`src/verilog/rv_lsu_pkg.sv`:
```
package rv_lsu_pkg;

	// load funct3 encodings
	localparam logic [2:0] load_lb  = 3'b000;
	localparam logic [2:0] load_lh  = 3'b001;
	localparam logic [2:0] load_lw  = 3'b010;
	localparam logic [2:0] load_lbu = 3'b100;
	localparam logic [2:0] load_lhu = 3'b101;

	// store funct3 encodings
	localparam logic [2:0] store_sb = 3'b000;
	localparam logic [2:0] store_sh = 3'b001;
	localparam logic [2:0] store_sw = 3'b010;

	typedef enum logic [1:0] {
		cause_none             = 2'd0,
		cause_misaligned_load  = 2'd1,
		cause_misaligned_store = 2'd2,
		cause_bus_error        = 2'd3
	} fault_cause_t;

	// one memory word seen as byte lanes or as half lanes
	typedef union packed {
		logic [3:0][7:0]  bytes;   // bytes[0] is the lowest address
		logic [1:0][15:0] halves;  // halves[1] is the upper half
	} mem_word_u;

	// access controller state codes
	localparam logic [2:0] st_idle    = 3'd0;
	localparam logic [2:0] st_decode  = 3'd1;  // lane outputs settle from the request regs
	localparam logic [2:0] st_access  = 3'd2;  // address and write data channels
	localparam logic [2:0] st_wait    = 3'd3;  // waiting on R or B
	localparam logic [2:0] st_respond = 3'd4;

endpackage

```
`src/verilog/axi_lite_pkg.sv`:
```
package axi_lite_pkg;

	localparam int addr_width = 32;
	localparam int data_width = 32;

	// xRESP encodings
	localparam logic [1:0] resp_okay   = 2'b00;
	localparam logic [1:0] resp_exokay = 2'b01;
	localparam logic [1:0] resp_slverr = 2'b10;
	localparam logic [1:0] resp_decerr = 2'b11;

endpackage

```
`src/verilog/byte_lane_logic.sv`:
```
`timescale 1ns/1ps

module byte_lane_logic (
	input  logic        mem_read,      // a load is in flight
	input  logic        mem_write,     // a store is in flight
	input  logic [2:0]  funct3,
	input  logic [1:0]  addr_low,      // byte offset inside the word
	input  logic [31:0] store_data,    // rs2 value from the core
	input  logic [31:0] load_word,     // full word returned by the bus
	output logic [31:0] load_result,   // extended value for the register file
	output logic [31:0] store_word,    // replicated data for wdata
	output logic [3:0]  write_strobe,
	output logic        misaligned
);

	rv_lsu_pkg::mem_word_u rd_word;
	rv_lsu_pkg::mem_word_u wr_word;
	logic [7:0]            sel_byte;
	logic [15:0]           sel_half;

	assign rd_word  = load_word;
	assign sel_byte = rd_word.bytes[addr_low];
	assign sel_half = rd_word.halves[addr_low[1]];  // bit 0 only matters for the fault

	always_comb begin
		load_result  = '0;
		wr_word      = '0;
		write_strobe = '0;
		misaligned   = 1'b0;
		if (mem_read) begin
			case (funct3)
				rv_lsu_pkg::load_lb: begin
					load_result = {{24{sel_byte[7]}}, sel_byte};
				end
				rv_lsu_pkg::load_lbu: begin
					load_result = {24'b0, sel_byte};
				end
				rv_lsu_pkg::load_lh: begin
					misaligned = addr_low[0];
					if (!addr_low[0]) begin
						load_result = {{16{sel_half[15]}}, sel_half};
					end
				end
				rv_lsu_pkg::load_lhu: begin
					misaligned = addr_low[0];
					if (!addr_low[0]) begin
						load_result = {16'b0, sel_half};
					end
				end
				rv_lsu_pkg::load_lw: begin
					misaligned = (addr_low != 2'b00);
					if (addr_low == 2'b00) begin
						load_result = rd_word;
					end
				end
				default: begin
					load_result = '0;  // unknown funct3 reads as nothing
				end
			endcase
		end else if (mem_write) begin
			case (funct3)
				rv_lsu_pkg::store_sb: begin
					wr_word.bytes = {4{store_data[7:0]}};
					write_strobe  = 4'b0001 << addr_low;
				end
				rv_lsu_pkg::store_sh: begin
					wr_word.halves = {2{store_data[15:0]}};
					misaligned     = addr_low[0];
					if (!addr_low[0]) begin
						write_strobe = addr_low[1] ? 4'b1100 : 4'b0011;
					end
				end
				rv_lsu_pkg::store_sw: begin
					wr_word    = store_data;
					misaligned = (addr_low != 2'b00);
					if (addr_low == 2'b00) begin
						write_strobe = 4'b1111;
					end
				end
				default: begin
					write_strobe = '0;
				end
			endcase
		end
	end

	assign store_word = wr_word;

endmodule

```
`src/verilog/lsu_fault_status.sv`:
```
`timescale 1ns/1ps

module lsu_fault_status (
	input  logic                     clk,
	input  logic                     rst_n,
	input  logic                     fault_set,      // one-cycle pulse from the access controller
	input  rv_lsu_pkg::fault_cause_t fault_cause,
	input  logic [31:0]              fault_addr,
	input  logic                     fault_clear,    // core acknowledges the fault
	output logic                     fault_pending,
	output rv_lsu_pkg::fault_cause_t fault_cause_q,
	output logic [31:0]              fault_addr_q,
	output logic                     accept_enable
);

	logic capture;

	// only the first fault is kept, a set in the clear cycle still lands
	assign capture = fault_set && (!fault_pending || fault_clear);

	always_ff @(posedge clk or negedge rst_n) begin
		if (!rst_n) begin
			fault_pending <= 1'b0;
			fault_cause_q <= rv_lsu_pkg::cause_none;
		end else if (capture) begin
			fault_pending <= 1'b1;
			fault_cause_q <= fault_cause;
		end else if (fault_clear) begin
			fault_pending <= 1'b0;
			fault_cause_q <= rv_lsu_pkg::cause_none;
		end
	end

	always_ff @(posedge clk) begin
		if (capture) begin
			fault_addr_q <= fault_addr;  // full request address, low bits kept
		end
	end

	assign accept_enable = !fault_pending;  // requests wait until the core clears

endmodule

```
`src/verilog/lsu_axi_master.sv`:
```
`timescale 1ns/1ps

module lsu_axi_master (
	input  logic                                 clk,
	input  logic                                 rst_n,
	input  logic                                 req_valid,
	output logic                                 req_ready,
	input  logic                                 req_write,
	input  logic [2:0]                           req_funct3,
	input  logic [31:0]                          req_addr,
	input  logic [31:0]                          req_wdata,
	output logic                                 resp_valid,
	output logic [31:0]                          resp_rdata,
	output logic                                 resp_fault,
	input  logic                                 accept_enable,
	output logic                                 lane_read,
	output logic                                 lane_write,
	output logic [2:0]                           lane_funct3,
	output logic [1:0]                           lane_addr_low,
	output logic [31:0]                          lane_store_data,
	output logic [31:0]                          lane_load_word,
	input  logic [3:0]                           write_strobe,
	input  logic [31:0]                          store_word,
	input  logic [31:0]                          load_result,
	input  logic                                 misaligned,
	output logic                                 fault_set,
	output rv_lsu_pkg::fault_cause_t             fault_cause,
	output logic [31:0]                          fault_addr,
	output logic [axi_lite_pkg::addr_width-1:0]  awaddr,
	output logic [2:0]                           awprot,
	output logic                                 awvalid,
	input  logic                                 awready,
	output logic [axi_lite_pkg::data_width-1:0]  wdata,
	output logic [axi_lite_pkg::data_width/8-1:0] wstrb,
	output logic                                 wvalid,
	input  logic                                 wready,
	input  logic [1:0]                           bresp,
	input  logic                                 bvalid,
	output logic                                 bready,
	output logic [axi_lite_pkg::addr_width-1:0]  araddr,
	output logic [2:0]                           arprot,
	output logic                                 arvalid,
	input  logic                                 arready,
	input  logic [axi_lite_pkg::data_width-1:0]  rdata,
	input  logic [1:0]                           rresp,
	input  logic                                 rvalid,
	output logic                                 rready
);

	logic [2:0]               state;
	logic                     ready_q;       // high while idle, low in the first cycle after reset
	logic                     req_write_q;
	logic [2:0]               req_funct3_q;
	logic [31:0]              req_addr_q;
	logic [31:0]              req_wdata_q;
	logic [31:0]              load_word_q;   // read data held for lane extraction
	logic                     resp_fault_q;
	rv_lsu_pkg::fault_cause_t cause_q;
	logic                     accept;
	logic                     aw_pending;
	logic                     w_pending;

	function automatic logic resp_is_error(input logic [1:0] resp);
		case (resp)
			axi_lite_pkg::resp_okay, axi_lite_pkg::resp_exokay: resp_is_error = 1'b0;
			axi_lite_pkg::resp_slverr, axi_lite_pkg::resp_decerr: resp_is_error = 1'b1;
			default: resp_is_error = 1'b1;
		endcase
	endfunction

	assign accept     = req_valid && req_ready;
	assign aw_pending = awvalid && !awready;  // write address still waiting
	assign w_pending  = wvalid && !wready;    // write data still waiting

	always_ff @(posedge clk) begin
		if (accept) begin
			req_write_q  <= req_write;
			req_funct3_q <= req_funct3;
			req_addr_q   <= req_addr;
			req_wdata_q  <= req_wdata;
		end
		if (rvalid && rready) begin
			load_word_q <= rdata;
		end
	end

	always_ff @(posedge clk or negedge rst_n) begin
		if (!rst_n) begin
			state        <= rv_lsu_pkg::st_idle;
			ready_q      <= 1'b0;
			arvalid      <= 1'b0;
			awvalid      <= 1'b0;
			wvalid       <= 1'b0;
			rready       <= 1'b0;
			bready       <= 1'b0;
			resp_fault_q <= 1'b0;
			cause_q      <= rv_lsu_pkg::cause_none;
		end else begin
			case (state)
				rv_lsu_pkg::st_idle: begin
					ready_q <= 1'b1;
					if (accept) begin
						ready_q      <= 1'b0;
						resp_fault_q <= 1'b0;
						cause_q      <= rv_lsu_pkg::cause_none;
						state        <= rv_lsu_pkg::st_decode;
					end
				end
				rv_lsu_pkg::st_decode: begin
					if (misaligned) begin  // answer at once with no bus access
						resp_fault_q <= 1'b1;
						cause_q      <= req_write_q ? rv_lsu_pkg::cause_misaligned_store
						                            : rv_lsu_pkg::cause_misaligned_load;
						state        <= rv_lsu_pkg::st_respond;
					end else if (req_write_q) begin
						awvalid <= 1'b1;
						wvalid  <= 1'b1;
						state   <= rv_lsu_pkg::st_access;
					end else begin
						arvalid <= 1'b1;
						state   <= rv_lsu_pkg::st_access;
					end
				end
				rv_lsu_pkg::st_access: begin
					if (req_write_q) begin
						awvalid <= aw_pending;
						wvalid  <= w_pending;
						if (!aw_pending && !w_pending) begin
							bready <= 1'b1;
							state  <= rv_lsu_pkg::st_wait;
						end
					end else if (arready) begin
						arvalid <= 1'b0;
						rready  <= 1'b1;
						state   <= rv_lsu_pkg::st_wait;
					end
				end
				rv_lsu_pkg::st_wait: begin
					if (rvalid && rready) begin
						rready       <= 1'b0;
						resp_fault_q <= resp_is_error(rresp);
						cause_q      <= resp_is_error(rresp) ? rv_lsu_pkg::cause_bus_error
						                                     : rv_lsu_pkg::cause_none;
						state        <= rv_lsu_pkg::st_respond;
					end
					if (bvalid && bready) begin
						bready       <= 1'b0;
						resp_fault_q <= resp_is_error(bresp);
						cause_q      <= resp_is_error(bresp) ? rv_lsu_pkg::cause_bus_error
						                                     : rv_lsu_pkg::cause_none;
						state        <= rv_lsu_pkg::st_respond;
					end
				end
				rv_lsu_pkg::st_respond: begin
					ready_q <= 1'b1;
					state   <= rv_lsu_pkg::st_idle;
				end
				default: begin
					state <= rv_lsu_pkg::st_idle;
				end
			endcase
		end
	end

	assign req_ready  = ready_q && accept_enable;
	assign resp_valid = (state == rv_lsu_pkg::st_respond);
	assign resp_fault = resp_valid && resp_fault_q;
	assign resp_rdata = (resp_valid && !req_write_q && !resp_fault_q) ? load_result : '0;

	// status block samples these during the response cycle
	assign fault_set   = resp_fault;
	assign fault_cause = cause_q;
	assign fault_addr  = req_addr_q;

	assign lane_read       = (state != rv_lsu_pkg::st_idle) && !req_write_q;
	assign lane_write      = (state != rv_lsu_pkg::st_idle) && req_write_q;
	assign lane_funct3     = req_funct3_q;
	assign lane_addr_low   = req_addr_q[1:0];
	assign lane_store_data = req_wdata_q;
	assign lane_load_word  = load_word_q;

	assign awaddr = {req_addr_q[31:2], 2'b00};  // word aligned with lanes picked by wstrb
	assign araddr = {req_addr_q[31:2], 2'b00};
	assign awprot = 3'b000;
	assign arprot = 3'b000;
	assign wdata  = store_word;
	assign wstrb  = write_strobe;

endmodule

```
`src/verilog/load_store_unit.sv`:
```
`timescale 1ns/1ps

module load_store_unit (
	input  logic                                 clk,
	input  logic                                 rst_n,
	input  logic                                 req_valid,
	output logic                                 req_ready,
	input  logic                                 req_write,
	input  logic [2:0]                           req_funct3,
	input  logic [31:0]                          req_addr,
	input  logic [31:0]                          req_wdata,
	output logic                                 resp_valid,
	output logic [31:0]                          resp_rdata,
	output logic                                 resp_fault,
	input  logic                                 fault_clear,
	output logic                                 fault_pending,
	output rv_lsu_pkg::fault_cause_t             fault_cause,
	output logic [31:0]                          fault_addr,
	output logic [axi_lite_pkg::addr_width-1:0]  awaddr,
	output logic [2:0]                           awprot,
	output logic                                 awvalid,
	input  logic                                 awready,
	output logic [axi_lite_pkg::data_width-1:0]  wdata,
	output logic [axi_lite_pkg::data_width/8-1:0] wstrb,
	output logic                                 wvalid,
	input  logic                                 wready,
	input  logic [1:0]                           bresp,
	input  logic                                 bvalid,
	output logic                                 bready,
	output logic [axi_lite_pkg::addr_width-1:0]  araddr,
	output logic [2:0]                           arprot,
	output logic                                 arvalid,
	input  logic                                 arready,
	input  logic [axi_lite_pkg::data_width-1:0]  rdata,
	input  logic [1:0]                           rresp,
	input  logic                                 rvalid,
	output logic                                 rready
);

	logic                     lane_read;
	logic                     lane_write;
	logic [2:0]               lane_funct3;
	logic [1:0]               lane_addr_low;
	logic [31:0]              lane_store_data;
	logic [31:0]              lane_load_word;
	logic [31:0]              load_result;
	logic [31:0]              store_word;
	logic [3:0]               write_strobe;
	logic                     misaligned;
	logic                     accept_enable;
	logic                     fault_set;
	rv_lsu_pkg::fault_cause_t set_cause;    // cause of the fault being raised now
	logic [31:0]              set_addr;

	byte_lane_logic lanes_i (
		.mem_read     (lane_read),
		.mem_write    (lane_write),
		.funct3       (lane_funct3),
		.addr_low     (lane_addr_low),
		.store_data   (lane_store_data),
		.load_word    (lane_load_word),
		.load_result  (load_result),
		.store_word   (store_word),
		.write_strobe (write_strobe),
		.misaligned   (misaligned)
	);

	lsu_axi_master master_i (
		.clk             (clk),
		.rst_n           (rst_n),
		.req_valid       (req_valid),
		.req_ready       (req_ready),
		.req_write       (req_write),
		.req_funct3      (req_funct3),
		.req_addr        (req_addr),
		.req_wdata       (req_wdata),
		.resp_valid      (resp_valid),
		.resp_rdata      (resp_rdata),
		.resp_fault      (resp_fault),
		.accept_enable   (accept_enable),
		.lane_read       (lane_read),
		.lane_write      (lane_write),
		.lane_funct3     (lane_funct3),
		.lane_addr_low   (lane_addr_low),
		.lane_store_data (lane_store_data),
		.lane_load_word  (lane_load_word),
		.write_strobe    (write_strobe),
		.store_word      (store_word),
		.load_result     (load_result),
		.misaligned      (misaligned),
		.fault_set       (fault_set),
		.fault_cause     (set_cause),
		.fault_addr      (set_addr),
		.awaddr          (awaddr),
		.awprot          (awprot),
		.awvalid         (awvalid),
		.awready         (awready),
		.wdata           (wdata),
		.wstrb           (wstrb),
		.wvalid          (wvalid),
		.wready          (wready),
		.bresp           (bresp),
		.bvalid          (bvalid),
		.bready          (bready),
		.araddr          (araddr),
		.arprot          (arprot),
		.arvalid         (arvalid),
		.arready         (arready),
		.rdata           (rdata),
		.rresp           (rresp),
		.rvalid          (rvalid),
		.rready          (rready)
	);

	lsu_fault_status status_i (
		.clk           (clk),
		.rst_n         (rst_n),
		.fault_set     (fault_set),
		.fault_cause   (set_cause),
		.fault_addr    (set_addr),
		.fault_clear   (fault_clear),
		.fault_pending (fault_pending),
		.fault_cause_q (fault_cause),
		.fault_addr_q  (fault_addr),
		.accept_enable (accept_enable)
	);

endmodule

```
`config.mk`:
```
export PLATFORM = sky130hd
export DESIGN_NAME = load_store_unit
export DESIGN_NICKNAME = d
export VERILOG_FILES = /design/src/verilog/rv_lsu_pkg.sv /design/src/verilog/axi_lite_pkg.sv /design/src/verilog/byte_lane_logic.sv /design/src/verilog/lsu_fault_status.sv /design/src/verilog/lsu_axi_master.sv /design/src/verilog/load_store_unit.sv
export SDC_FILE = /design/constraint.sdc
export NUM_CORES = 1
export LEC_CHECK = 0
export BUFFER_PORTS_ARGS = -buffer_cell sky130_fd_sc_hd__buf_2
export CAP_MARGIN = 15
export CORE_MARGIN = 2
export CORE_UTILIZATION = 30
export DETAILED_ROUTE_END_ITERATION = 10
export PLACE_DENSITY = 0.57
export REMOVE_ABC_BUFFERS = 1
export SYNTH_ARGS = -nofsm -noshare
export SYNTH_HDL_FRONTEND = slang
export SYNTH_SLANG_ARGS = --single-unit
```
`constraint.sdc`:
```
create_clock -name clk -period 2.69 [get_ports clk]
set_clock_uncertainty 0.05 [all_clocks]
set_input_delay 0 -clock clk [delete_from_list [all_inputs] [get_ports clk]]
set_output_delay 0 -clock clk [all_outputs]
set_load 0.03 [all_outputs]
```
# == Yosys cells after proc, flatten, opt, wreduce, memory -nomap -nowiden ==
# Cells that the tools add are included.
# Widths: inputs -> output; s select.
# classes
shifts,1
n_eq_ne,28
n_reduce_logical,44
mux,74
n_lt_le_gt_ge,2
# ops
op,n
$mux 32,6
$pmux 32 s5,1
$pmux 32 s3,1
$mux 16,3
$mux 1,26
$mux 3,7
$mux 4,5
$pmux 1 s2,10
$reduce_and 4->1,5
$mux 2,9
$bmux 8 s2,1
$logic_and 1x1->1,13
$ne 2x1->1 const B,6
$pmux 3 s4,1
$pmux 4 s3,1
$ne 2x2->1 const B,5
$reduce_bool 2->1,5
$reduce_or 2->1,5
$eq 3x2->1 const B,3
$eq 3x3->1 const B,3
$eq 2x2->1 const B,4
$mux 8,1
$logic_not 1->1,7
$eq 3x1->1 const B,2
14 further kinds,19
# totals
input_bits,113
output_inout_bits,181
ff_bits,147
elab_cells,166

# == Depth between registers and ports, before layout ==
# logic_depth
ltp_word,9
depth_mapped,7
mapped_depth_nobuf,6

# == Hierarchy ==
# Synthesis repeated with hierarchy kept, for this count alone.
# unflattened
cells_unflattened,604
hier_area_um2,7304.5
# by_module_without_submodules
mod,area_each_um2,cells_per_inst,seq_area_each_um2,instances
lsu_axi_master,4808.4,322,3303.2,1
byte_lane_logic,1382.6,235,0.0,1
lsu_fault_status,1113.6,47,1036.0,1

# == Least setup slack after synthesis ==
# No wires, ideal clock.
# synth_path
path_kind,register to register
from,register status_i.fault_pending
to,"register master_i.cause_q[1], in the netlist master_i.fault_cause[1]"
path_stages_with_launch,7
path_buffers,0
setup_time_ns,0.087
t_required_ns,2.553
arrival_time_ns,3.107
path_slack_ns,-0.554
cell_sequence,dfrtp_1 nor2b_1 nand2_1 inv_1 and3_1 a221oi_1 a22oi_1
# synth_via
elab_chain_len,5
# synth_lines
item,line_no,rtl
from (decl),lsu_fault_status.sv:10,"output logic fault_pending,"
from (signal assigned),lsu_fault_status.sv:23,fault_pending <= 1'b0;
from (signal assigned),lsu_fault_status.sv:26,fault_pending <= 1'b1;
from (signal assigned),lsu_fault_status.sv:29,fault_pending <= 1'b0;
$logic_not 1->1,lsu_fault_status.sv:40,assign accept_enable = !fault_pending;
$logic_and 1x1->1,lsu_axi_master.sv:165,assign req_ready = ready_q && accept_enable;
net req_ready,load_store_unit.sv:7,"output logic req_ready,"
$logic_and 1x1->1,lsu_axi_master.sv:71,assign accept = req_valid && req_ready;
net master_i.accept,lsu_axi_master.sv:59,logic accept;
$ne 2x1->1 (no source line),n/a,
$reduce_and 4->1 (no source line),n/a,
to (signal assigned),lsu_axi_master.sv:97,cause_q <= rv_lsu_pkg::cause_none;
to (signal assigned),lsu_axi_master.sv:105,cause_q <= rv_lsu_pkg::cause_none;
to (signal assigned),lsu_axi_master.sv:112,cause_q <= req_write_q ? rv_lsu_pkg::cause_misaligned_store
to (decl),lsu_axi_master.sv:58,rv_lsu_pkg::fault_cause_t cause_q;
# The timed path passes the listed nets, and every way through them passes these cells.
# A chain may end at the register's enable or synchronous reset.

# == Final worst setup path ==
# layout_path
from,"register master_i.req_addr_q[1], in the netlist master_i.fault_addr[1]"
to,output port resp_rdata[15]
# layout_via
elab_chain_len,6
elab_cells_between_ends,11
# layout_lines
item,line_no,rtl
from (decl),lsu_axi_master.sv:54,logic [31:0] req_addr_q;
from (signal assigned),lsu_axi_master.sv:79,req_addr_q <= req_addr;
$mux 16 (not written as such) (2 in series),byte_lane_logic.sv:23,assign sel_half = rd_word.halves[addr_low[1]];
$mux 16 or $mux 32 (tied branches),"byte_lane_logic.sv:46, byte_lane_logic.sv:40",
$pmux 32 s5 (*),byte_lane_logic.sv:31,case (funct3)
$mux 32 (*),byte_lane_logic.sv:30,if (mem_read) begin
$mux 32 (*),lsu_axi_master.sv:168,assign resp_rdata = (resp_valid && !req_write_q && !resp_fault_q) ? load_result : '0;
to (decl),load_store_unit.sv:13,"output logic [31:0] resp_rdata,"
# Every way passes the cells marked *; elsewhere a longest branch is shown, timed or not. The select of a mux whose other input is x is not followed.

==> flow_metrics.env <==
export IMPL_status="completed"
export IMPL_yosys_top_cells_count="edfxtp_1, a21oi_1, nor2_1"
export IMPL_critPathLaunch="master_i.fault_addr[1]"
export IMPL_syn_area_um2=6400
export IMPL_slew_viol_final=0
export IMPL_fp_row_count=53
export IMPL_tns_ps=0
export IMPL_drc_errors=0
export IMPL_gp_congestion=0.797
export IMPL_synth_edf_count=132
export IMPL_yosysSeqAreaShare_pct=67.8
export IMPL_core_area_um2=21000
export IMPL_clkPwrFrac_pct=29.0
export IMPL_drt_initial_drc_count=370
export IMPL_finalCritPeriodShare_pct=95.7
export IMPL_worst_slack_ps=116
export IMPL_min_from="rresp[1]"
export IMPL_synth_top_area_cell="edfxtp_1"
export IMPL_slew_headroom_pct=53.7
export IMPL_antenna_found_initial=1
export IMPL_synth_most_common_cell="edfxtp_1"
export IMPL_cts_root_buf="clkbuf_16"
export IMPL_numPortBuffers=281
export IMPL_fmax_mhz=388
export IMPL_drive_above_1_share_pct=39.3
export IMPL_worstReg2RegStart="master_i.fault_addr[1]"
export IMPL_firstDrtPassIters=5
export IMPL_nets=1003
export IMPL_ys_ff_latch=147
export IMPL_start_kind="flip-flop"
export IMPL_die_h_um=150
export IMPL_start_util_pct=30.6
export IMPL_syn_avg_cell_area_um2=12.5
export IMPL_yosysWarnings=0
export IMPL_netlist_instances=514
export IMPL_crit_required_ps=2640
export IMPL_intPower_mw=5.05
export IMPL_finalCriticalPeriod_ps=2570
export IMPL_rsz0062_at_grt="false"
export IMPL_netlist_cell_type_count=40
export IMPL_switchingPower_mw=3.03
export IMPL_die_x_um=150
export IMPL_combinationalPowerShare_pct=30.2
export IMPL_ys_flop_type="edfxtp_1"
export IMPL_hold_violations=0
export IMPL_synthDominantCellAreaShare_pct=61.9
export IMPL_area_delta_synth_final_pct=50.4
export IMPL_worst_ep_arrival_time_ps=2520
export IMPL_ctsHtreeMaxLevel=4
export IMPL_whs_ps=31.9
export IMPL_cts_clk_slew_worst_paths_ps=60
export IMPL_clk_latency_ps=410
export IMPL_drt_total_wl_um=19600
export IMPL_hold_path_class="input port to flip-flop"
export IMPL_grt_max_degree=40
export IMPL_drt_wirelength_per_cell_um=16.6
export IMPL_worst_pin_slew_ps=692
export IMPL_cts_max_path_buffers=2
export IMPL_crit_path_max_fanout=9
export IMPL_post_place_ws_ps=454
export IMPL_seq_power_share_pct=40.8
export IMPL_cap_viol_max_count=0
export IMPL_p_per_area_nw_per_um2=839
export IMPL_grt_pass1_vias=5185
export IMPL_power_leakage_nw=4.11
export IMPL_async_flop_share_pct=10.2
export IMPL_nFillCells=1944
export IMPL_ant_nets=0
export IMPL_report_final_setup_viol=0
export IMPL_ys_top_cells_by_area="edfxtp_1, dfrtp_1, a21oi_1"
export IMPL_grt_pass1_wl_um=28700
export IMPL_vias=5350
export IMPL_grt_overflow=0
export IMPL_path_class="flip-flop to output port"
export IMPL_post_dp_hpwl_um=13600
export IMPL_via_per_inst=4.54
export IMPL_cts_inserted_buffers=17
export IMPL_dieArea_um2=22500
export IMPL_vdd_drop_max_v=0.000334
export IMPL_worstSetupEndpointType="output port"
export IMPL_globalRouteTotalUtil_pct=16.9
export IMPL_swShare_pct=37.5
export IMPL_cts_tree="done"
export IMPL_cts_sink_count=147
export IMPL_io_pins=294
-- final timing paths --
check / end / slack, ps / cells past startpoint
min in group asynchronous: master_i.ready_q / 650 / 3
min reg2reg: status_i.fault_addr_q[15] / 420 / 0
min: master_i.fault_cause[0] / 30 / 5
max in group asynchronous: master_i.awvalid / 1500 / 3
max reg2reg: master_i.fault_cause[1] / 720 / 5
max: resp_rdata[15] / 120 / 6
-- registers in the layout, indices dropped and copies added, names as in the netlist --
name                      count
master_i.rready               1
status_i.fault_pending        1
status_i.fault_addr_q        32
master_i.wvalid               1
master_i.ready_q              1
master_i.lane_load_word      32
master_i.fault_cause          2
master_i.awvalid              1
master_i.req_write_q          1
master_i.lane_funct3          3
master_i.resp_fault_q         1
master_i.arvalid              1
master_i.bready               1
master_i.state                3
master_i.lane_store_data     32
master_i.fault_addr          32
status_i.fault_cause_q        2
-- placed cells by master (no fill, tap or decap), types with 2 or more instances in the layout --
master / synthesis / final
a32oi_1: 2 / 2
nand2_1: 39 / 38
o211ai_1: 2 / 2
o22ai_1: 2 / 2
o21ai_0: 9 / 9
mux2i_1: 8 / 8
edfxtp_1: 132 / 132
a21oi_2: 10 / 10
and3_1: 6 / 6
buf_4: 41 / 24
nand3_1: 9 / 9
a41oi_1: 2 / 2
a21oi_1: 71 / 71
nor2_2: 2 / 2
clkbuf_16: 0 / 17
buf_2: 14 / 281
dfrtp_1: 15 / 15
inv_1: 12 / 11
a211oi_1: 2 / 2
clkinv_8: 0 / 3
nor2_1: 60 / 59
and2_1: 10 / 10
a22oi_1: 4 / 4
conb_1: 1 / 10
dlygate4sd3_1: 0 / 108
o22a_1: 6 / 6
nand2b_1: 4 / 4
nor3_1: 3 / 2
nor2b_1: 21 / 20
inv_6: 0 / 6
a22o_1: 8 / 8
inv_8: 0 / 4
-- critical path, cell delays in order, from the launching register on --
cell,delay (ps)
edfxtp_1,550
nor2b_1,210
a211oi_1,90
a2111oi_4,490
nand2_2,220
a21oi_1,290
buf_2,250
-- metrics by stage --
stage	area [µm²]	total power, mW	util, %	std cells
global placement	7900	5.61	37.7	1032
CTS	9580	8.13	45.7	1172
finish	9630	8.08	46.0	1179
global route	9630	8.48	46.0	1179
floorplan	6010	4.81	-	458
detailed placement	7900	5.63	37.7	1032
-- repair_timing --
item / 4_1_cts / 5_1_grt
hold buffers: 108 / 0
setup endpoints to repair: 4 / 13
resized for setup: 2 / 2
endpoints found under the hold margin: 124 / 0
setup buffers: 0 / 6
-- power by group through the flow --
| stage | Combinational (mW) | Sequential, mW | Clock, mW |
|---|---|---|---|
| 6_report | 2.44 | 3.29 | 2.34 |
| 5_1_grt | 2.64 | 3.34 | 2.50 |
| 4_1_cts | 2.43 | 3.29 | 2.41 |
| 3_5_place_dp | 2.29 | 3.34 | 0 |
| 3_3_place_gp | 2.28 | 3.33 | 0 |
| 2_1_floorplan | 1.02 | 3.78 | 0 |
-- layout make-up --
cell class	instances	area [µm²]	share of cell area, %
clock buffers	17	425	4.42
well taps	275	344	3.57
multi-input cells	299	1650	17.1
flip-flops and latches	147	4340	45.1
repair buffers	413	2670	27.7
clock inverters	15	160	1.66
inverters	12	45.0	0.468
diodes	1	2.50	0.0260
-- per-layer routing --
metal  vias up  track usage, %  part of all wire [%]
met4         0            7.55                   2.6
met5         -               0                     0
li1       2568               -                     -
met1      2542            21.1                    42
met3        39            3.82                   4.8
met2       201            28.1                    51
-- logic make-up after synthesis --
logic type / Yosys count / share of synthesized area, %
multiplexers: 8 / 1.25
other: 1 / 0.0586
flip-flops: 147 / 67.8
AO/OA/AOI/OAI: 126 / 12.5
buffers and inverters: 77 / 7.33
AND/OR/NAND/NOR: 155 / 11.1
(Power assumes the default switching activity.)
